$ cat src/include/matmul_config.svh
`ifndef MATMUL_CONFIG_SVH
`define MATMUL_CONFIG_SVH

//////////////////////////////
// array and element sizes
//////////////////////////////

// operand and result element width
`define MM_DWIDTH 16
// rows and columns of the array, square matrices
`define MM_DIM 4
// row address into every memory
`define MM_AWIDTH 2
// rows held per memory
`define MM_DEPTH 4

//////////////////////////////
// sequencer phases, in cycles
//////////////////////////////

`define MM_FETCH_LEN 4
// skew + array depth + one memory read, with a spare cycle
`define MM_DRAIN_LEN 8
`define MM_WRITE_LEN 4
// wide enough for the longest phase
`define MM_TWIDTH 4

`endif

$ cat src/logic/matmul_pkg.sv
`default_nettype none
`include "matmul_config.svh"

package matmul_pkg;

  // one operand or result element
  typedef logic [`MM_DWIDTH-1:0] elem_t;
  // one memory row, element 0 in the low bits
  typedef elem_t [`MM_DIM-1:0] vec_t;
  // full precision sum of products
  typedef logic [2*`MM_DWIDTH-1:0] acc_t;
  // indexed [row][col]
  typedef acc_t [`MM_DIM-1:0][`MM_DIM-1:0] acc_matrix_t;
  typedef logic [`MM_AWIDTH-1:0] row_addr_t;

  typedef enum logic [1:0] {IDLE, FETCH, DRAIN, WRITE} seq_state_e;
  // load opcode, which operand memory takes the row
  typedef enum logic {SEL_A, SEL_B} matrix_sel_e;

endpackage


`default_nettype wire

$ cat src/logic/operand_ram.sv
`default_nettype none
`include "matmul_config.svh"

module operand_ram (
  input  logic                  clk,
  input  logic                  wr_en,
  input  matmul_pkg::row_addr_t wr_addr,
  input  matmul_pkg::vec_t      wr_data,
  input  matmul_pkg::row_addr_t rd_addr,
  output matmul_pkg::vec_t      rd_data
);
  import matmul_pkg::*;

  // one row per address
  // A keeps a column of A per row, B keeps a row of B
  vec_t mem [`MM_DEPTH];

  //////////////////////////////
  // write port
  //////////////////////////////

  // enable comes already qualified by the load handshake
  always_ff @(posedge clk) begin
    if (wr_en) begin
      mem[wr_addr] <= wr_data;
    end
  end

  //////////////////////////////
  // read port
  //////////////////////////////

  // registered read, data one cycle after the address
  // reads every cycle, the feeder decides what is valid
  always_ff @(posedge clk) begin
    rd_data <= mem[rd_addr];
  end

endmodule

`default_nettype wire

$ cat config.mk
export PLATFORM = sky130hd
export DESIGN_NAME = operand_ram
export DESIGN_NICKNAME = d
export VERILOG_FILES = /design/src/logic/matmul_pkg.sv /design/src/logic/operand_ram.sv
export VERILOG_INCLUDE_DIRS = /design/src /design/src/include
export SDC_FILE = /design/constraint.sdc
export NUM_CORES = 1
export LEC_CHECK = 0
export ABC_AREA = 1
export BUFFER_PORTS_ARGS = -buffer_cell sky130_fd_sc_hd__clkbuf_2
export CORE_UTILIZATION = 25
export DETAILED_ROUTE_END_ITERATION = 6
export GPL_TIMING_DRIVEN = 0
export PLACE_DENSITY_LB_ADDON = 0.12
export SLEW_MARGIN = 20
export SYNTH_ARGS = -nofsm -noshare
export SYNTH_HDL_FRONTEND = slang
export SYNTH_SLANG_ARGS = --single-unit
$ cat constraint.sdc
create_clock -name clk -period 7.3 [get_ports clk]
set_input_delay 0 -clock clk [delete_from_list [all_inputs] [get_ports clk]]
set_output_delay 0 -clock clk [all_outputs]
set_load 0.01 [all_outputs]
==> impl_metrics.ini <==
[critical_path]
cp.arrival_ns = 2.05
cp_max_fo = 8
end_kind = register
rr_endpoint = rd_data[2]
critPathLaunchType = input port
timing.rr.start = mem[3][2]
path_class = input port to register
required_ns = 7.54
r2r_cells = 5
r2r_slack_ns = 6.06
setup.worst_path.start = wr_addr[1]

[power]
internal-power_mw = 3.23
clkPwrFrac = 0.421
power_switching_uw = 947
worst_ir_drop_vdd_uv = 137
pwr-share-comb = 0.075
leakagePower_nw = 7.15
seqPwrFrac = 0.504
power_density_mw_per_mm2 = 267
swShare = 0.226

[final_layout]
stdcell_count = 2002
diodes = 0
area_delta_synth_final_pct = 30.1
finalNetCount = 1428
drive_gt1_frac = 0.186
nFillCells = 4786

[clock_tree]
ctsLongestPathBuffers = 3
clk_pin_slew_worst_paths_ns = 0.06
h-tree-depth = 2
cts.sinks = 320
cts-root-buf = clkbuf_16
postCtsSetupBuffers = 0
ctsResizeCount = 0
numCtsBuffers = 39
cts_tree = yes
clkLatencyLatePin_ns = 0.54

[route]
dr.pass1.iters = 5
routedWlPerCell_um = 14.9
highest_layer = met4
drt_iter0_drc = 434
wl_met2_um = 13500
viasPerCell = 3.82
drcViolationCount = 0
dr_wl_met3_um = 1490
ant_nets = 0
totalWireLength_um = 29800
via_count = 7645
drt-met1-wl_um = 14200

[grt]
gr-total-overflow = 0
antenna_found_initial = 0
grt_max_degree = 12
grt_pass1_wl_um = 46100
grt_use_total = 0.125
grt_pass1_vias = 7523

[timing]
min_period_over_period = 0.248
rsz0062_at_grt = no
worst_pin_slew_ns = 0.711
maxSlewViolCount = 0
slew_headroom = 0.523
setup_tns_ns = 0
fin_crit_ns = 1.81
fmax_mhz = 553
finalHoldViolations = 0
setup_viol = 0
skew_ns = 0.00823

[synthesis]
synth-edff-count = 256
synth.largest_area_cell = edfxtp_1
async_reset_ff_frac = 0
synthTopCellsByArea = edfxtp_1, dfxtp_1, nand2_1
syn_nets = 1144
yosys_most_used_dff = edfxtp_1
ys_seq_area_frac = 0.745
ys_types = 11
synth.most_common_cell = nand2_1
avgSynthCellArea_um2 = 11.2
synthCells = 1074
ys_warn_count = 0
netlist_area_mm2 = 0.0120
ys_seq_elements = 320
synth_common_cells = nand2_1, inv_1, edfxtp_1, nand3_1, dfxtp_1
netlist.area_leader.share = 0.638

[min_path]
hp-start = wr_data[19]
hold_end = mem[2][19]
min_path_type = input port to register
hold_path_depth = 2

[die]
row_count = 80
boundaryPins = 134
fp.dieH_um = 221
die_w_um = 221
core_area_mm2 = 0.0476
start_util = 0.253
die-area_mm2 = 0.0491

[place]
io_buffers = 133
dp.cells = 1861
dpl.hpwl_um = 19500
gp_congestion = 0.679

[job]
maxCapViolCount = 0

[outcome]
status = completed
==> kinds of logic after synthesis <==
group / synth area share
buffers and inverters: 0.101
flip-flops: 0.745
AND/OR/NAND/NOR: 0.155
==> power by group through the flow <==
stage | Sequential, mW | Combinational [mW] | Clock, mW
2_1_floorplan | 2.16 | 0.127 | 0
3_3_place_gp | 2.16 | 0.275 | 0
3_5_place_dp | 2.15 | 0.291 | 0
4_1_cts | 2.11 | 0.325 | 1.83
5_1_grt | 2.12 | 0.356 | 1.90
6_report | 2.11 | 0.315 | 1.76
==> registers in the layout, summed over array words and instances (netlist names) <==
name / flops
rd_data: 64
mem: 256
==> layout by cell type (no fill, tap or decap) <==
master and instances:
nand2_1 320, inv_1 259, edfxtp_1 256, clkbuf_2 133, nand3_1 128, dlygate4sd3_1 71
dfxtp_1 64, buf_4 47, clkbuf_16 41, clkbuf_1 22, buf_2 21, clkinv_1 7
buf_6 6, nor3_2 4, clkinv_2 3, inv_2 2, buf_1 2, inv_6 1
==> how the worst max path moves through the flow <==
stage / endpoint / slack [ns] / cells after the start
6_report: mem[2][27] / 5.49 / 7
5_1_grt: mem[2][14] / 5.36 / 7
3_3_place_gp: mem[0][14] / -2.70 / 3
4_1_cts: mem[2][31] / 5.45 / 7
3_5_place_dp: mem[1][14] / 5.40 / 7
2_1_floorplan: mem[0][0] / 2.27 / 1
==> through the flow <==
stage / util / worst slack [ns] / power [mW] / instance area (um2) / hold slack [ns]
2_1_floorplan: - / 2.27 / 2.29 / 12000 / 0.0989
3_3_place_gp: 0.283 / -2.70 / 2.43 / 13500 / 0.224
3_5_place_dp: 0.290 / 5.40 / 2.44 / 13800 / 0.223
4_1_cts: 0.329 / 5.45 / 4.26 / 15700 / 0.177
5_1_grt: 0.329 / 5.36 / 4.37 / 15700 / 0.197
6_report: 0.329 / 5.49 / 4.18 / 15700 / 0.216
==> worst max-delay path: stages <==
cell and delay, ns:
dlygate4sd3_1 0.53, clkbuf_2 0.15, inv_1 0.08, nor3_2 0.56, buf_4 0.31, buf_4 0.21
buf_4 0.20
==> metal layers <==
| metal | vias to the layer above | track usage |
|---|---|---|
| met4 | 0 | 0.0399 |
| met2 | 157 | 0.198 |
| met5 | - | 0 |
| met1 | 3521 | 0.169 |
| met3 | 39 | 0.0304 |
| li1 | 3928 | - |
==> cell type report <==
| cell class | count | area [um2] | area share |
|---|---|---|---|
| flip-flops and latches | 320 | 8970 | 0.572 |
| well taps | 615 | 769 | 0.0491 |
| clock buffers | 59 | 1090 | 0.0698 |
| inverters | 261 | 980 | 0.0625 |
| clock inverters | 11 | 50.0 | 0.00319 |
| multi-input cells | 452 | 1880 | 0.120 |
| plain buffers | 41 | 233 | 0.0149 |
| repair buffers | 243 | 1690 | 0.108 |
==> timing repair <==
action | in CTS | in global routing
hold endpoints to repair | 276 | 0
setup endpoints to repair | 0 | 0
hold buffers | 71 | 0
Note: power is estimated with default switching activity, not from simulation.
