<file path="src/include/matmul_config.svh">
`ifndef MATMUL_CONFIG_SVH
`define MATMUL_CONFIG_SVH

//////////////////////////////
// array and element sizes
//////////////////////////////

// operand and result element width
`define MM_DWIDTH 16
// rows and columns of the array, square matrices
`define MM_DIM 4
// row address into every memory
`define MM_AWIDTH 2
// rows held per memory
`define MM_DEPTH 4

//////////////////////////////
// sequencer phases, in cycles
//////////////////////////////

`define MM_FETCH_LEN 4
// skew + array depth + one memory read, with a spare cycle
`define MM_DRAIN_LEN 8
`define MM_WRITE_LEN 4
// wide enough for the longest phase
`define MM_TWIDTH 4

`endif

</file>
<file path="src/logic/matmul_pkg.sv">
`default_nettype none
`include "matmul_config.svh"

package matmul_pkg;

  // one operand or result element
  typedef logic [`MM_DWIDTH-1:0] elem_t;
  // one memory row, element 0 in the low bits
  typedef elem_t [`MM_DIM-1:0] vec_t;
  // full precision sum of products
  typedef logic [2*`MM_DWIDTH-1:0] acc_t;
  // indexed [row][col]
  typedef acc_t [`MM_DIM-1:0][`MM_DIM-1:0] acc_matrix_t;
  typedef logic [`MM_AWIDTH-1:0] row_addr_t;

  typedef enum logic [1:0] {IDLE, FETCH, DRAIN, WRITE} seq_state_e;
  // load opcode, which operand memory takes the row
  typedef enum logic {SEL_A, SEL_B} matrix_sel_e;

endpackage


`default_nettype wire

</file>
<file path="src/logic/result_store.sv">
`default_nettype none
`include "matmul_config.svh"

module result_store (
  input  logic                    clk,
  input  logic                    wb_en,
  input  matmul_pkg::row_addr_t   wb_row,
  input  matmul_pkg::acc_matrix_t acc,
  input  logic                    rd_en,
  input  matmul_pkg::row_addr_t   rd_addr,
  output matmul_pkg::vec_t        rd_data
);
  import matmul_pkg::*;

  // matrix C, one row per address
  vec_t c_mem [`MM_DEPTH];
  vec_t sat_row;

  //////////////////////////////
  // precision reduction
  //////////////////////////////

  // anything past 16 bits clamps to all ones
  always_comb begin
    for (int j = 0; j < `MM_DIM; j++) begin
      if (|acc[wb_row][j][2*`MM_DWIDTH-1:`MM_DWIDTH]) begin
        sat_row[j] = '1;
      end else begin
        sat_row[j] = acc[wb_row][j][`MM_DWIDTH-1:0];
      end
    end
  end

  //////////////////////////////
  // C memory
  //////////////////////////////

  // one row per cycle during write-back
  always_ff @(posedge clk) begin
    if (wb_en) begin
      c_mem[wb_row] <= sat_row;
    end
  end

  // host read, valid the next cycle
  // holds the last row read when idle
  always_ff @(posedge clk) begin
    if (rd_en) begin
      rd_data <= c_mem[rd_addr];
    end
  end

endmodule

`default_nettype wire

</file>
<file path="config.mk">
export PLATFORM = sky130hd
export DESIGN_NAME = result_store
export DESIGN_NICKNAME = d
export VERILOG_FILES = /design/src/logic/matmul_pkg.sv /design/src/logic/result_store.sv
export VERILOG_INCLUDE_DIRS = /design/src /design/src/include
export SDC_FILE = /design/constraint.sdc
export NUM_CORES = 1
export LEC_CHECK = 0
export BUFFER_PORTS_ARGS = -buffer_cell sky130_fd_sc_hd__buf_2
export CAP_MARGIN = 25
export CORE_AREA = 2 2 226 228
export CTS_CLUSTER_DIAMETER = 120
export DETAILED_ROUTE_END_ITERATION = 10
export DIE_AREA = 0 0 228 230
export GPL_TIMING_DRIVEN = 0
export PLACE_DENSITY_LB_ADDON = 0.2
export SYNTH_ARGS = -nofsm -noshare
export SYNTH_HDL_FRONTEND = slang
export SYNTH_SLANG_ARGS = --single-unit
</file>
<file path="constraint.sdc">
create_clock -name clk -period 4.9 [get_ports clk]
set_input_delay 0.49 -clock clk [delete_from_list [all_inputs] [get_ports clk]]
set_output_delay 0.49 -clock clk [all_outputs]
set_load 0.1 [all_outputs]
</file>
==> results.json <==
{
  "fillers": 4734,
  "switching_share": 0.2447,
  "final_cell_mix": "588 x buf_2, 320 x edfxtp_1, 128 x mux4_2, 48 x nor4_1, 40 x nand2b_2",
  "area_growth_pct": 36.41,
  "period_needed_ps": 2328,
  "critical_path_arrival_ps": 2570,
  "p_per_area_nw_per_um2": 352.9,
  "power.switching_w": 0.001642,
  "netlist_instances": 637,
  "clkLatencyLatePin_ps": 500,
  "cts_root_buf": "clkbuf_16",
  "synth_mux_area_frac": 0.2067,
  "p_comb_frac": 0.151,
  "grt_pass1_wl_um": 63210,
  "design_area_sq_um": 19020,
  "clock-sinks": 320,
  "cts_buffer_depth": 3,
  "syn_nets": 1156,
  "synth_simple_gate_area_share": 0.08058,
  "tightestPinTransition_ps": 929.4,
  "dieArea_sq_um": 52440,
  "slew_headroom": 0.3789,
  "synthesis.area_sq_um": 13940,
  "wl_per_cell_um": 22.04,
  "ys_ff_latch": 320,
  "start_kind": "input pin",
  "synth_compound_area_frac": 0.01005,
  "die_height_um": 230,
  "antenna_found_initial": 14,
  "vdd_drop_max_mv": 0.1915,
  "overflow": 0,
  "firstDrtPassIters": 5,
  "grt_pass1_vias": 10010,
  "grt_max_degree": 41,
  "internal_power_w": 0.005070,
  "syn_avg_cell_area_sq_um": 21.89,
  "final_common_cell": "buf_2",
  "drc": 0,
  "die_w_um": 228,
  "drv_cap": 0,
  "max_stage_delay_ps": 680,
  "hold_path.class": "input pin to flop",
  "whs_ps": 459.6,
  "drive_gt1_frac": 0.6586,
  "first_iter_violations": 496,
  "ios": 583,
  "placementRows": 82,
  "hold_buffers": 0,
  "r2r_slack_ps": 3780,
  "slowest_stage": "nor4_4",
  "fin_nets": 1783,
  "finalWeightedCongestion": 0.9077,
  "num_vias": 9216,
  "p_leak_nw": 7.485,
  "critPathCaptureType": "flop",
  "cts_tree": "done",
  "final_core_util": 0.3815,
  "clk_pin_slew_worst_paths_ps": 50,
  "cts_max_level": 2,
  "cts_repair_resize_count": 0,
  "fin_skew_ps": 8.495,
  "synth_warnings": 0,
  "post_cts_buffers": 0,
  "crit_required_ps": 5140,
  "slew_violations": 0,
  "finalPower_w": 0.006713,
  "setup_viol": 0,
  "layout.area.seq_sq_um": 9609,
  "path_class": "input pin to flop",
  "min_period_over_period": 0.4752,
  "power.share.sequential": 0.482,
  "grt.total_usage": 0.1626,
  "core_sq_um": 49860,
  "io_buffers": 580,
  "crit_fanout": 10,
  "rsz0062_at_grt": "false",
  "post-dp-hpwl_um": 33540,
  "final_antenna_net_count": 0,
  "p_clk_frac": 0.367,
  "fmax_ghz": 0.4295,
  "routed_wl_um": 43370,
  "ys_seq_area_frac": 0.6892,
  "viasPerCell": 4.683,
  "synth_top_family_by_area": "multiplexers",
  "synth_xor_area_frac": 0,
  "synth_cell_types": 18,
  "cts_inserted_buffers": 35,
  "placed_cell_area_sq_um": 17930,
  "initial_utilization": 0.2796,
  "path_cells": "buf_2, nor4_1, a41oi_1, nor4_4, buf_6, nand2b_2",
  "multi_input_area_sq_um": 4177,
  "synth_adder_area_share": 0,
  "hold_viol": 0,
  "status": "completed"
}
## critical path: cells and delay by family
kind | cells | cell delay, ps
compound gates | 1 | 340
buf+inv | 2 | 400
simple gates | 3 | 1330
## cells in the mapped netlist, drive strengths merged
cell type	count	area, sq um
nor4	68	585.6
or2	1	6.260
buf	23	146.4
nand2b	66	513.0
nor2	4	15.01
mux4	128	2883
clkbuf	9	37.54
edfxtp	320	9609
nand2	1	3.750
a41oi	16	140.1
inv	1	3.750
## flip-flops by register name, indices dropped and copies added, names as in the netlist
| name | cells |
|---|---|
| c_mem | 256 |
| rd_data | 64 |
## power groups by stage
stage	clock [W]	combinational, W	sequential [W]
final	0.00247	0.00101	0.00323
after floorplan	0	0.000340	0.00357
after global placement	0	0.00100	0.00330
after global routing	0.00266	0.00108	0.00325
after detailed placement	0	0.00103	0.00329
after CTS	0.00255	0.00103	0.00324
## metal layers
metal,part of all wire,global-route usage
met1,0.38,0.1965
met4,0.026,0.05229
met3,0.054,0.02443
met2,0.54,0.2974
met5,0,0
## kinds of logic (layout without fill, tap and decap cells)
group / after synthesis / in the layout
DFF: 320 / 320
and+or+nand+nor: 140 / 140
muxes: 128 / 128
buffers and inverters: 33 / 682
AOI/OAI and AO/OA: 16 / 16
other: 0 / 10
## path summary, 6_finish.rpt
check,endpoint,start,depth (start not counted)
min,rd_data[7]$_DFFE_PP_,rd_en,1
max,c_mem[3][61]$_DFFE_PP_,acc[496],6
max reg2reg,rd_data[8]$_DFFE_PP_,c_mem[0][8]$_DFFE_PP_,1
min reg2reg,rd_data[18]$_DFFE_PP_,c_mem[2][18]$_DFFE_PP_,1
## stage by stage
stage / setup TNS, ps / worst slack, ps / std cells
2_1_floorplan: 0 / 907.8 / 637
3_3_place_gp: -539610 / -2172 / 1889
3_5_place_dp: 0 / 2008 / 1899
4_1_cts: 0 / 2551 / 1958
5_1_grt: 0 / 2448 / 1965
6_report: 0 / 2572 / 1968
## layout make-up
cell class | count | area share
Timing Repair Buffer | 590 | 0.1641
Tap cell | 672 | 0.04420
Antenna cell | 10 | 0.001316
Inverter | 1 | 0.0001973
Clock inverter | 15 | 0.007959
Multi-Input combinational cell | 284 | 0.2196
Buffer | 32 | 0.009670
Sequential cell | 320 | 0.5052
Clock buffer | 44 | 0.04782
Power figures use the tool's default switching activity.
