## config.mk

```make
export PLATFORM = sky130hd
export DESIGN_NAME = phase_timer
export DESIGN_NICKNAME = d
export VERILOG_FILES = /design/src/logic/matmul_pkg.sv /design/src/logic/phase_timer.sv
export VERILOG_INCLUDE_DIRS = /design/src /design/src/include
export SDC_FILE = /design/constraint.sdc
export NUM_CORES = 1
export LEC_CHECK = 0
export ABC_AREA = 1
export BUFFER_PORTS_ARGS = -buffer_cell sky130_fd_sc_hd__clkbuf_2
export CAP_MARGIN = 10
export CORE_AREA = 2 2 39 41
export CTS_BUF_LIST = sky130_fd_sc_hd__clkbuf_4 sky130_fd_sc_hd__clkbuf_8
export CTS_CLUSTER_DIAMETER = 100
export DETAILED_ROUTE_END_ITERATION = 16
export DIE_AREA = 0 0 41 43
export HOLD_SLACK_MARGIN = 0.08
export PLACE_DENSITY_LB_ADDON = 0.08
export SYNTH_ARGS = -nofsm -noshare
export SYNTH_HDL_FRONTEND = slang
export SYNTH_SLANG_ARGS = --single-unit
```

## constraint.sdc

```tcl
create_clock -name clk -period 1.7 [get_ports clk]
set_clock_uncertainty 0.15 [all_clocks]
set_input_delay 0.17 -clock clk [delete_from_list [all_inputs] [get_ports clk]]
set_output_delay 0.17 -clock clk [all_outputs]
set_load 0.01 [all_outputs]
```

## src/include/matmul_config.svh

```systemverilog
`ifndef MATMUL_CONFIG_SVH
`define MATMUL_CONFIG_SVH

//////////////////////////////
// array and element sizes
//////////////////////////////

// operand and result element width
`define MM_DWIDTH 16
// rows and columns of the array, square matrices
`define MM_DIM 4
// row address into every memory
`define MM_AWIDTH 2
// rows held per memory
`define MM_DEPTH 4

//////////////////////////////
// sequencer phases, in cycles
//////////////////////////////

`define MM_FETCH_LEN 4
// skew + array depth + one memory read, with a spare cycle
`define MM_DRAIN_LEN 8
`define MM_WRITE_LEN 4
// wide enough for the longest phase
`define MM_TWIDTH 4

`endif

```

## src/logic/matmul_pkg.sv

```systemverilog
`default_nettype none
`include "matmul_config.svh"

package matmul_pkg;

  // one operand or result element
  typedef logic [`MM_DWIDTH-1:0] elem_t;
  // one memory row, element 0 in the low bits
  typedef elem_t [`MM_DIM-1:0] vec_t;
  // full precision sum of products
  typedef logic [2*`MM_DWIDTH-1:0] acc_t;
  // indexed [row][col]
  typedef acc_t [`MM_DIM-1:0][`MM_DIM-1:0] acc_matrix_t;
  typedef logic [`MM_AWIDTH-1:0] row_addr_t;

  typedef enum logic [1:0] {IDLE, FETCH, DRAIN, WRITE} seq_state_e;
  // load opcode, which operand memory takes the row
  typedef enum logic {SEL_A, SEL_B} matrix_sel_e;

endpackage


`default_nettype wire

```

## src/logic/phase_timer.sv

```systemverilog
`default_nettype none
`include "matmul_config.svh"

module phase_timer (
  input  logic                   clk,
  input  logic                   reset,
  input  logic                   load,
  input  logic [`MM_TWIDTH-1:0]  length,
  output matmul_pkg::row_addr_t  count,
  output logic                   last
);
  import matmul_pkg::*;

  logic [`MM_TWIDTH-1:0] cnt;
  logic [`MM_TWIDTH-1:0] last_idx;
  logic                  running;

  // load wins over the end of the current phase
  // so phases run back to back with no gap
  always_ff @(posedge clk) begin
    if (reset) begin
      cnt      <= '0;
      last_idx <= '0;
      running  <= 1'b0;
    end else if (load) begin
      cnt      <= '0;
      last_idx <= length - 1'b1;
      running  <= 1'b1;
    end else if (running) begin
      if (last) begin
        // no reload, go idle
        running <= 1'b0;
      end else begin
        cnt <= cnt + 1'b1;
      end
    end
  end

  assign last = running && (cnt == last_idx);
  // low bits double as fetch and write-back row
  assign count = cnt[`MM_AWIDTH-1:0];

endmodule

`default_nettype wire

```

==> summary.md <==
| Metric | Value |
|---|---|
| Drt via density | `4.275` |
| Final hold violation count | `0` |
| Met1 usage | `16.99%` |
| Largest delay contributor family on the critical path | `buffers and inverters` |
| DRC Markers | `0` |
| Post-DRT Antenna Nets | `0` |
| WL final | `around 930 µm` |
| DIE AREA | `~0.0018 mm²` |
| Gpl congestion | `0.6967` |
| Cell area after synthesis | `519.2 µm²` |
| Initial DRC count | `9` |
| Placed cells | `100` |
| #FFs+latches synth | `9` |
| Final cell count without fillers | `109` |
| Clock sink count | `9` |
| Overflow after GRT | `0` |
| CTS tree | `done` |
| CTS buffer count | `3` |
| Die Wd | `41 µm` |
| Final Critical Period | `1636 ps` |
| Met2 usage | `18.44%` |
| CP max stage delay | `roughly 590 ps` |
| Crit-path cells | `dlygate4sd3_1 -> clkbuf_4 -> nor2_1 -> a211oi_1 -> dlygate4sd3_1` |
| Share of layout cells above drive strength 1 | `about a fifth` |
| Worst Setup End Kind | `register` |
| Worst EP arrival | `about 1700 ps` |
| Global-route wire length before repair | `1.538 mm` |
| Avg Cell Area, Syn | `6.657 µm²` |
| Top Ports | `10` |
| Area contributors post-synth | `dfxtp_1, nand2_1, inv_1` |
| RSZ-0062 raised after global routing | `true` |
| Bufs and invs on worst path | `3` |
| Root Driver | `clkbuf_4` |
| Antenna violations before repair | `0` |
| Clock Tree Buf Depth | `2` |
| Yosys top cell by area | `dfxtp_1` |
| Max-cap violation count | `0` |
| Area grow syn2layout | `25.30%` |
| Final Max Slew Viols | `0` |
| Placement Setup Slack | `314.4 ps` |
| Yosys cell types | `16` |
| Clk_lat worst skew | `260 ps` |
| Fin area | `650.6 µm²` |
| Req. time, crit path | `1750 ps` |
| Post-CTS Setup Inserts | `0` |
| CP Max Fanout | `8` |
| PortBufs | `9` |
| CP Class | `input pin to register` |
| Register area share after synthesis | `34.70%` |
| F_max | `611.3 MHz` |
| Core Util, Final | `47.02%` |
| CP most frequent cell | `dlygate4sd3_1` |
| CP max stage cell | `dlygate4sd3_1` |
| Outcome | `complete, no violations` |
| Startpoint types | `input pin` |
| Nets | `approximately 100` |
| Final WS setup | `about 64 ps` |
| Worst-margin pin slew | `260.8 ps` |
| Slew headroom | `82.55%` |
| Cell count after synthesis | `78` |
| Initial Util | `37.52%` |
| N_diodes | `0` |
| Clock-pin slew on the worst setup and hold paths | `60 ps` |
| Final Cycle Share | `96.22%` |
| Core area | `0.001384 mm²` |
| Min-Delay Path Class | `input pin to register` |
| Commonest non-fill, non-tap cells in the layout | `nand2_1, inv_1, nor2_1, clkbuf_2, a21oi_1` |
| Syn. warnings | `0` |
| DP Wirelength | `685.2 µm` |
| Syn Nets | `87` |
| Post-place instance area | `561.8 µm²` |
| Cell Rows | `14` |
| Leak Pwr | `0.0003174 µW` |
| Synth top area share | `34.70%` |
| Vias in the first global route | `400` |
| Vias post-DR | `466` |
| Routed len/inst | `about 8.5 µm` |
| Gr busiest metal | `met2` |
| Drt first pass iters | `4` |
| Finish-stage setup viols | `0` |
| Commonest non-fill, non-tap cell in the layout | `nand2_1` |
| Die H | `~43 µm` |
| GRT met3 Usage | `3.141%` |
| Worst VDD drop | `0.0004137 V` |
| Pwr dens | `781.7 mW/mm²` |
| GRT Total Usage | `between 10% and 20%` |
| Pin count of the biggest net entering global routing | `11` |
| H-tree levels | `1` |
-- area by class of cell --
cell class,instances,area (µm²)
Sequential cell,9,186.4
Clock buffer,4,30.03
Tap cell,16,20.02
Multi-Input combinational cell,51,260.3
Timing Repair Buffer,14,97.59
Inverter,15,56.30
Fill cell,145,733.2
-- registers in the layout (all words and copies together) (netlist names) --
signal / cells
last_idx: 4
running: 1
cnt: 4
-- worst register-to-register path, stage by stage (launching register included) --
cell and delay (ps):
dfxtp_1 360, nor2_1 60, a211oi_1 190, dlygate4sd3_1 590
-- path summary, 6_finish.rpt --
check,from,endpoint,slack (ps),cells past startpoint
worst max-delay path,load,last_idx[0],60,5
worst min-delay path,length[1],last_idx[1],110,4
worst max register to register,last_idx[0],last_idx[0],300,3
worst min register to register,last_idx[1],last_idx[1],350,2
-- where the power goes --
group	leakage, µW	internal (µW)	total, µW	switching, µW
sequential	0.0000758	222	234	11.7
combinational	0.000223	42.7	92.8	50.1
clock	0.0000184	106	182	75.7
-- cells in the mapped netlist --
master / count
dfxtp_1: 9
nor2_1: 9
nor2_2: 2
nand3_1: 5
xnor2_1: 1
nand2_1: 18
ha_1: 2
o21ai_0: 1
a211oi_1: 2
xor2_1: 1
nand2_4: 1
a21oi_1: 7
nor3_1: 1
buf_4: 3
inv_1: 15
o21bai_1: 1
-- metal layers --
metal,routed length (µm),share of wire [%]
met1,466,50
met2,416,45
met3,28,3.0
met4,15,1.6
met5,0,0
-- metrics by stage --
step | setup TNS (ps) | total power (µW) | hold slack [ps]
6_report | 0 | 508.6 | 109.3
5_1_grt | -4.532 | 537.6 | 132.0
4_1_cts | 0 | 512.5 | 112.6
3_5_place_dp | 0 | 322.8 | 248.1
3_3_place_gp | 0 | 322.3 | 241.7
2_1_floorplan | 0 | 301.8 | 89.07
-- cells by family after synthesis --
kind of cell	count (synthesis)	share of synthesized area, %
compound gates	11	12.05
xor+xnor	2	3.374
fa+ha+maj	2	4.819
buf+inv	18	15.18
flops	9	34.70
simple gates	36	29.88
-- what timing repair did --
action | CTS | global route
gates resized for setup | 0 | 6
hold buffers | 5 | 0
hold endpoints to repair | 4 | 0
setup endpoints to repair | 0 | 2
Note: power is estimated with default switching activity, not from simulation.
