$ cat config.mk
export PLATFORM = sky130hd
export DESIGN_NAME = skew_feeder_flat
export DESIGN_NICKNAME = d
export VERILOG_FILES = /design/src/logic/matmul_pkg.sv /design/src/logic/skew_feeder.sv /design/src/flat_wrapper.sv
export VERILOG_INCLUDE_DIRS = /design/src /design/src/include
export SDC_FILE = /design/constraint.sdc
export NUM_CORES = 1
export LEC_CHECK = 0
export BUFFER_PORTS_ARGS = -buffer_cell sky130_fd_sc_hd__buf_2
export CORE_MARGIN = 10
export CORE_UTILIZATION = 40
export DETAILED_ROUTE_END_ITERATION = 8
export MAX_ROUTING_LAYER = met4
export PLACE_DENSITY = 0.72
export SYNTH_ARGS = -nofsm -noshare
export SYNTH_HDL_FRONTEND = slang
export SYNTH_SLANG_ARGS = --single-unit
$ cat constraint.sdc
create_clock -name clk -period 0.96 [get_ports clk]
set_clock_uncertainty 0.15 [all_clocks]
set_input_delay 0 -clock clk [delete_from_list [all_inputs] [get_ports clk]]
set_output_delay 0 -clock clk [all_outputs]
set_load 0.01 [all_outputs]
$ cat src/include/matmul_config.svh
`ifndef MATMUL_CONFIG_SVH
`define MATMUL_CONFIG_SVH

//////////////////////////////
// array and element sizes
//////////////////////////////

// operand and result element width
`define MM_DWIDTH 16
// rows and columns of the array, square matrices
`define MM_DIM 4
// row address into every memory
`define MM_AWIDTH 2
// rows held per memory
`define MM_DEPTH 4

//////////////////////////////
// sequencer phases, in cycles
//////////////////////////////

`define MM_FETCH_LEN 4
// skew + array depth + one memory read, with a spare cycle
`define MM_DRAIN_LEN 8
`define MM_WRITE_LEN 4
// wide enough for the longest phase
`define MM_TWIDTH 4

`endif

$ cat src/logic/matmul_pkg.sv
`default_nettype none
`include "matmul_config.svh"

package matmul_pkg;

  // one operand or result element
  typedef logic [`MM_DWIDTH-1:0] elem_t;
  // one memory row, element 0 in the low bits
  typedef elem_t [`MM_DIM-1:0] vec_t;
  // full precision sum of products
  typedef logic [2*`MM_DWIDTH-1:0] acc_t;
  // indexed [row][col]
  typedef acc_t [`MM_DIM-1:0][`MM_DIM-1:0] acc_matrix_t;
  typedef logic [`MM_AWIDTH-1:0] row_addr_t;

  typedef enum logic [1:0] {IDLE, FETCH, DRAIN, WRITE} seq_state_e;
  // load opcode, which operand memory takes the row
  typedef enum logic {SEL_A, SEL_B} matrix_sel_e;

endpackage

// skewed operand stream into the array
interface feed_if;
  import matmul_pkg::*;
  vec_t a_col;
  vec_t b_row;
  logic clear;
  logic active;
  modport feeder (output a_col, output b_row, output clear, output active);
  modport array (input a_col, input b_row, input clear, input active);
endinterface

`default_nettype wire

$ cat src/logic/skew_feeder.sv
`default_nettype none
`include "matmul_config.svh"

module skew_feeder (
  input  logic             clk,
  input  logic             reset,
  input  logic             fetch,
  input  logic             clear_acc,
  input  matmul_pkg::vec_t a_rows,
  input  matmul_pkg::vec_t b_rows,
  feed_if.feeder           feed
);
  import matmul_pkg::*;

  logic  valid_q;
  logic  clear_q;
  vec_t  a_in;
  vec_t  b_in;
  elem_t a_out [`MM_DIM];
  elem_t b_out [`MM_DIM];

  // line up with the registered memory read
  always_ff @(posedge clk) begin
    if (reset) begin
      valid_q <= 1'b0;
      clear_q <= 1'b0;
    end else begin
      valid_q <= fetch;
      clear_q <= clear_acc;
    end
  end

  // zero fill outside the fetch window
  assign a_in = valid_q ? a_rows : '0;
  assign b_in = valid_q ? b_rows : '0;

  //////////////////////////////
  // per lane skew, lane i waits i cycles
  //////////////////////////////

  for (genvar i = 0; i < `MM_DIM; i++) begin : g_lane
    if (i == 0) begin : g_direct
      assign a_out[i] = a_in[i];
      assign b_out[i] = b_in[i];
    end else begin : g_delay
      elem_t a_sr [i];
      elem_t b_sr [i];
      always_ff @(posedge clk) begin
        a_sr[0] <= a_in[i];
        b_sr[0] <= b_in[i];
        for (int s = 1; s < i; s++) begin
          a_sr[s] <= a_sr[s-1];
          b_sr[s] <= b_sr[s-1];
        end
      end
      assign a_out[i] = a_sr[i-1];
      assign b_out[i] = b_sr[i-1];
    end
  end

  always_comb begin
    for (int i = 0; i < `MM_DIM; i++) begin
      feed.a_col[i] = a_out[i];
      feed.b_row[i] = b_out[i];
    end
  end

  assign feed.clear  = clear_q;
  assign feed.active = valid_q;

endmodule

`default_nettype wire

$ cat src/flat_wrapper.sv
// flat-port wrapper written by rule: the top's interface ports become plain ports
module skew_feeder_flat import matmul_pkg::*;
  (clk, reset, fetch, clear_acc, a_rows, b_rows, feed_a_col, feed_b_row, feed_clear, feed_active);
  feed_if feed_i ();
  input  logic clk;
  input  logic reset;
  input  logic fetch;
  input  logic clear_acc;
  input  matmul_pkg::vec_t a_rows;
  input  matmul_pkg::vec_t b_rows;
  output wire logic [$bits(feed_i.a_col)-1:0] feed_a_col;
  output wire logic [$bits(feed_i.b_row)-1:0] feed_b_row;
  output wire logic [$bits(feed_i.clear)-1:0] feed_clear;
  output wire logic [$bits(feed_i.active)-1:0] feed_active;
  assign feed_a_col = feed_i.a_col;
  assign feed_b_row = feed_i.b_row;
  assign feed_clear = feed_i.clear;
  assign feed_active = feed_i.active;
  skew_feeder u_core (.clk(clk), .reset(reset), .fetch(fetch), .clear_acc(clear_acc), .a_rows(a_rows), .b_rows(b_rows), .feed(feed_i));
endmodule
==> results.ini, run 1 <==
[drt]
route.detailed.drc=0
dr.pass1.iters=4
wirelength_um=16600
vias_per_cell=4.12
wl_per_cell_um=18.1
via_count=3789
drt_iter0_markers=100
drtAntennaViolNets=0

[cts]
cts_root_buffer=clkbuf_16
cts.sinks=194
cts_tree=yes
clockBufferDepth=2
cts_buffers=17
clk_latency_ns=0.42
htree_num_levels=4
clk_pin_slew_ns=0.07

[grt]
grt_pass1_vias=4375
grt_pass1_wl_um=23300
antenna_found_initial=2
grt_overflow=0
grt_start_max_net_pins=39
track_usage_pct=17.3

[placed_design]
placed_cell_area_um2=6290
dp.cells=764
dpl.hpwl_um=9880
dpl_worst_slack_ns=-0.135
io_buffers=261
gp_congestion=0.750

[floorplan]
rows=42
io_pins=262
die_area_um2=18400
fp.dieW_um=136
initial_core_util_pct=40.7
core_um2=13200
die_y_um=136

[synthesis]
netlist_instances=402
syn_area_per_cell_um2=13.3
mappedNetlistArea_um2=5370
yosysWarnings=0
synth-seq-cells=194
syn_nets=534
synth_seq_area_share_pct=72.4
synth_cell_types=7

[power_and_ir_drop]
finalPower_mw=17.1
p_leak_nw=4.22
cellPowerDensity_nw_per_um2=1910
peakVddDrop_mv=1.06

[layout]
drive_above_1_share_pct=56.1
final_common_cell=buf_2
final_cell_mix=181 x buf_2, 135 x dfxtp_1, 99 x dlygate4sd3_1, 89 x and2_1, 86 x buf_6
instances_no_fill=919
fin_area_um2=8940
areaGrowthSynthToFinish_pct=66.6
finalNetCount=860

[timing]
worst_slew_pin_slew_ns=0.180
max_slew_margin_pct=88.0
grt_setup_unrepaired=true
setup_viol=222
fmax_mhz=713
period_minus_slack_ns=1.40
fin_setup_tns_ns=-46.09
drv_slew=0
post-route-period-util_pct=146
hold_viol=0
layout_setup_ws_ns=-0.442

[critical_path]
critPathTopFamily=flip-flops
cp-start-kind=flip-flop
critPathKind=flip-flop to primary output
crit_slowest_cell=dfxtp_4
crit_chain=buf_12 > and2_2 > buf_6
worstPathBufferInverterCount=2
end_kind=primary output
required_ns=0.81
crit_path_max_incr_delay_ns=0.38
critPathArrivalTime_ns=1.25
worstPathMaxFanout=19

[run_status]
violations=setup timing
status=finished, violations left

[worst_hold_path]
min_path_type=input pin to flip-flop

[job]
drv_cap=0

## sequential cells by signal, summed over array words and instances, names as in the netlist
signal,count
u_core.g_lane.g_delay.b_sr,96
u_core.g_lane.g_delay.a_sr,96
u_core.feed.active,1
u_core.feed.clear,1
## tightest hold or removal path, cell delays in order
cell           delay (ns)
dlygate4sd3_1        0.52
buf_2                0.11
nor2b_1              0.04
## cells by family after synthesis
| logic type | after synthesis | synth area share, % |
|---|---|---|
| buffers and inverters | 78 | 11.8 |
| DFF | 194 | 72.4 |
| and+or+nand+nor | 130 | 15.8 |
## through the flow
| step | hold slack, ns | utilization [%] |
|---|---|---|
| after floorplan | -0.0858 | - |
| after global placement | 0.0269 | 47.7 |
| after detailed placement | 0.0326 | 47.7 |
| after CTS | 0.113 | 64.9 |
| after global routing | 0.126 | 67.8 |
| final | 0.131 | 67.8 |
## area by class of cell
| cell class | count | area (um2) |
|---|---|---|
| repair buffers | 385 | 3270 |
| clock buffers | 17 | 425 |
| fillers | 867 | 4250 |
| well taps | 176 | 220 |
| flip-flops and latches | 194 | 3960 |
| clock inverters | 15 | 173 |
| multi-input cells | 130 | 888 |
| diodes | 2 | 5.00 |
## path summary, 6_finish.rpt
kind	slack, ns	to	startpoint	cells past startpoint
hold / removal	0.13	u_core.feed.clear$_SDFF_PP0_	reset	3
setup reg to reg	-0.38	u_core.g_lane[2].g_delay.b_sr[0][14]$_SDFF_PN0_	u_core.feed.active$_SDFF_PP0_	5
setup / recovery	-0.44	feed_b_row[9]	u_core.feed.active$_SDFF_PP0_	3
hold reg to reg	0.17	u_core.g_lane[3].g_delay.a_sr[0][19]$_DFF_P_	u_core.g_lane[3].g_delay.a_sr[0][3]$_SDFF_PN0_	0
## Yosys cell counts
cell	count	area, um2
dfxtp_1	194	3880
and2_1	101	632
buf_4	64	480
and2_2	27	203
buf_6	13	146
nor2b_1	2	12.5
clkbuf_4	1	7.51
## power breakdown
part,internal (mW),switching [mW]
registers,8.39,0.107
clock network,3.92,3.07
logic,1.06,0.573
total,13.4,3.75
## per-layer routing
layer | GRT usage (%) | vias up | part of all wire [%] | routed length (um)
li1 | - | 1810 | - | -
met1 | 16.1 | 1753 | 35 | 5900
met4 | 7.54 | 0 | 2.5 | 420
met5 | - | - | 0 | 0
met3 | 6.38 | 28 | 7.6 | 1260
met2 | 31.3 | 198 | 54 | 9050
## what timing repair did
| item | 4_1_cts | 5_1_grt |
|---|---|---|
| hold endpoints to repair | 98 | 0 |
| cloned | 9 | 1 |
| setup endpoints to repair | 223 | 223 |
| buffers inserted | 6 | 6 |
| hold buffers | 99 | 0 |
| gates resized for setup | 109 | 80 |
No activity file was read; power rests on OpenSTA's default activity.
==> run 2: changes to the inputs <==
ABC_AREA = 1   (was unset)
CORE_UTILIZATION = 41   (was 40)
PLACE_DENSITY = 0.73   (was 0.72)
==> run 2 against run 1 <==
  * The flow still finishes with violations (setup timing)
  * Core utilization is 1.2 points higher
  * Clock power hardly changed
  * Design area up 1.7%
  * Area after synthesis rose by 2.4%
  * Synthesized cell count increased by 32%
  * Largest power group unchanged
==> results.ini, run 2 <==
[drt]
drt_iter0_markers=130  ; +30%
route.detailed.drc=0  ; unchanged
wirelength_um=17000  ; +2.5%
dr.pass1.iters=6  ; +2
via_count=4236  ; +12%
wl_per_cell_um=16.3  ; -9.9%
drtAntennaViolNets=0  ; unchanged
vias_per_cell=4.05  ; -1.7%

[grt]
grt_pass1_vias=4408  ; +0.75%
grt_overflow=0  ; unchanged
antenna_found_initial=2  ; unchanged
track_usage_pct=17.7  ; +0.36 points
grt_pass1_wl_um=23700  ; +1.6%
grt_start_max_net_pins=20  ; -49%

[synthesis]
syn_nets=664  ; +24%
yosysWarnings=0  ; unchanged
synthTopCellsByCount=194 x dfxtp_1, 130 x inv_1, 128 x nand2_1, 65 x buf_4, 13 x buf_6
synth-seq-cells=194  ; unchanged
synth_edf_count=0  ; unchanged
synth_area_leaders=dfxtp_1 71%, buf_4 8.9%, inv_1 8.9%, nand2_1 8.7%, buf_6 2.7%
synth_seq_area_share_pct=70.7  ; -1.7 points
synth_flop_cell=dfxtp_1
synth.most_common_cell=dfxtp_1
yosys.area.top_type=dfxtp_1
mappedNetlistArea_um2=5490  ; +2.4%
netlist_instances=532  ; +32%
synth_cell_types=6  ; -1
syn_area_per_cell_um2=10.3  ; -23%
async_reset_ff_share_pct=0  ; unchanged
synth.top_cell.area_share_pct=70.7  ; -1.7 points

[layout]
final_cell_mix=174 x buf_2, 130 x dfxtp_1, 114 x inv_1, 106 x nand2_1, 99 x dlygate4sd3_1
regArea_um2=3970  ; +0.16%
instances_no_fill=1045  ; +14%
areaGrowthSynthToFinish_pct=65.5
finalNetCount=986  ; +15%
final_util_pct=68.9  ; +1.2 points
reg.largest.list=u_core.g_lane.g_delay.a_sr x96, u_core.g_lane.g_delay.b_sr x96
drive_above_1_share_pct=48.0  ; -8.2 points
fin_area_um2=9090  ; +1.7%
multi_input_area_um2=553  ; -38%
final_common_cell=buf_2
fillers=900  ; +3.8%

[cts]
clk_pin_slew_ns=0.07  ; about the same
cts_root_buffer=clkbuf_16
clk_latency_ns=0.42  ; about the same
cts_buffers=17  ; unchanged
cts_tree=yes
cts.sinks=194  ; unchanged
htree_num_levels=4  ; unchanged
clockBufferDepth=2  ; unchanged

[floorplan]
core_um2=13200  ; unchanged
die_area_um2=18400  ; about the same
rows=42  ; unchanged
die_y_um=136  ; about the same
initial_core_util_pct=41.7  ; +0.98 points
io_pins=262  ; unchanged
fp.dieW_um=136  ; about the same

[timing]
fmax_mhz=719  ; +0.77%
hold_viol=0  ; unchanged
layout_setup_ws_ns=-0.431  ; +0.0107 ns
period_minus_slack_ns=1.39  ; -0.0107 ns
post-route-period-util_pct=145  ; -1.1 points
setup_viol=216  ; -2.7%
fin_setup_tns_ns=-39.78  ; +6.32 ns
drv_slew=0  ; unchanged
grt_setup_unrepaired=true
max_slew_margin_pct=88.0  ; about the same
worst_slew_pin_slew_ns=0.180  ; +0.000543 ns

[power_and_ir_drop]
cellPowerDensity_nw_per_um2=1880  ; -1.6%
p_leak_nw=5.13  ; +22%
peakVddDrop_mv=1.10  ; +3.5%

[placed_design]
io_buffers=261  ; unchanged
gp_congestion=0.763  ; +1.7%
dp.cells=896  ; +17%
dpl.hpwl_um=9820  ; -0.63%
placed_cell_area_um2=6460  ; +2.7%

[worst_hold_path]
min_path_type=input pin to primary output

[critical_path]
required_ns=0.81  ; about the same
critPathArrivalTime_ns=1.24  ; about the same
worstPathMaxFanout=13  ; -6
crit_slowest_cell=dfxtp_4
critPathTopFamily=flip-flops
crit_path_max_incr_delay_ns=0.42  ; +0.04 ns
cp-start-kind=flip-flop
worstPathBufferInverterCount=3  ; +1
crit_chain=buf_8 > nand2_1 > inv_1 > buf_2
end_kind=primary output
critPathKind=flip-flop to primary output

[job]
drv_cap=0  ; unchanged

[run_status]
status=finished, violations left
violations=setup timing

## run 2: cell count changes after synthesis, moves of 2 or more
| cell | previous run | this run |
|---|---|---|
| and2_1 | 101 | 0 |
| and2_2 | 27 | 0 |
| inv_1 | 0 | 130 |
| nand2_1 | 0 | 128 |
| nor2_1 | 0 | 2 |
| nor2b_1 | 2 | 0 |
## run 2: where the power goes
| part | switching [mW] | total [mW] | internal, mW |
|---|---|---|---|
| sequential | 0.108 | 8.50 | 8.39 |
| clock | 3.25 | 6.96 | 3.71 |
| combinational | 0.660 | 1.67 | 1.01 |
## run 2: path summary, 6_finish.rpt
| path | startpoint | to | slack [ns] | depth (start not counted) |
|---|---|---|---|---|
| worst max-delay path | u_core.feed.active$_SDFF_PP0_ | feed_a_col[5] | -0.43 | 4 |
| worst min register to register | u_core.g_lane[2].g_delay.a_sr[0][7]$_SDFF_PN0_ | u_core.g_lane[2].g_delay.a_sr[0][23]$_DFF_P_ | 0.17 | 0 |
| worst max register to register | u_core.feed.active$_SDFF_PP0_ | u_core.g_lane[3].g_delay.b_sr[0][11]$_SDFF_PN0_ | -0.36 | 6 |
| worst min-delay path | a_rows[13] | feed_a_col[13] | 0.12 | 4 |
## run 2: repair_timing
| action | CTS | global route |
|---|---|---|
| gates cloned | 9 | 0 |
| hold endpoints to repair | 98 | 0 |
| buffers inserted | 8 | 0 |
| setup endpoints to repair | 188 | 217 |
| hold buffers | 99 | 0 |
| gates resized for setup | 119 | 104 |
## run 2: cell type report
cell class,count,share of cell area [%]
inverter,130,5.37
clock inverter,15,1.91
timing repair buffer,381,35.9
tap,176,2.42
antenna,2,0.0550
clock buffer,17,4.68
sequential,194,43.6
multi-input combinational,130,6.08
## run 2: layer usage
layer / vias up / wire length, um / track usage, %
met5: - / 0 / -
met4: 0 / 350 / 7.24
met3: 22 / 1520 / 5.93
met2: 212 / 9230 / 31.5
met1: 1937 / 5950 / 17.3
li1: 2065 / - / -
## run 2: logic make-up (layout without fill, tap and decap cells)
group / count (synthesis) / after routing / share of synthesized area [%]
and+or+nand+nor: 130 / 130 / 8.88
buffers and inverters: 208 / 543 / 20.4
other: 0 / 2 / 0
DFF: 194 / 194 / 70.7
## run 2: worst reg2reg max path, stage by stage (launching register included)
cell     delay, ns
dfxtp_4       0.39
buf_4         0.16
buf_12        0.14
buf_4         0.14
buf_16        0.14
nand2_1       0.07
inv_1         0.04
## run 2: metrics by stage
| step | hold slack, ns | total power, mW | setup WS (ns) |
|---|---|---|---|
| floorplan | -0.0862 | 9.13 | 0.0271 |
| detailed placement | 0.0228 | 9.54 | -0.0664 |
| global placement | 0.0214 | 9.51 | -0.0424 |
| finish | 0.116 | 17.1 | -0.431 |
| global route | 0.131 | 17.7 | -0.491 |
| CTS | 0.117 | 17.1 | -0.425 |
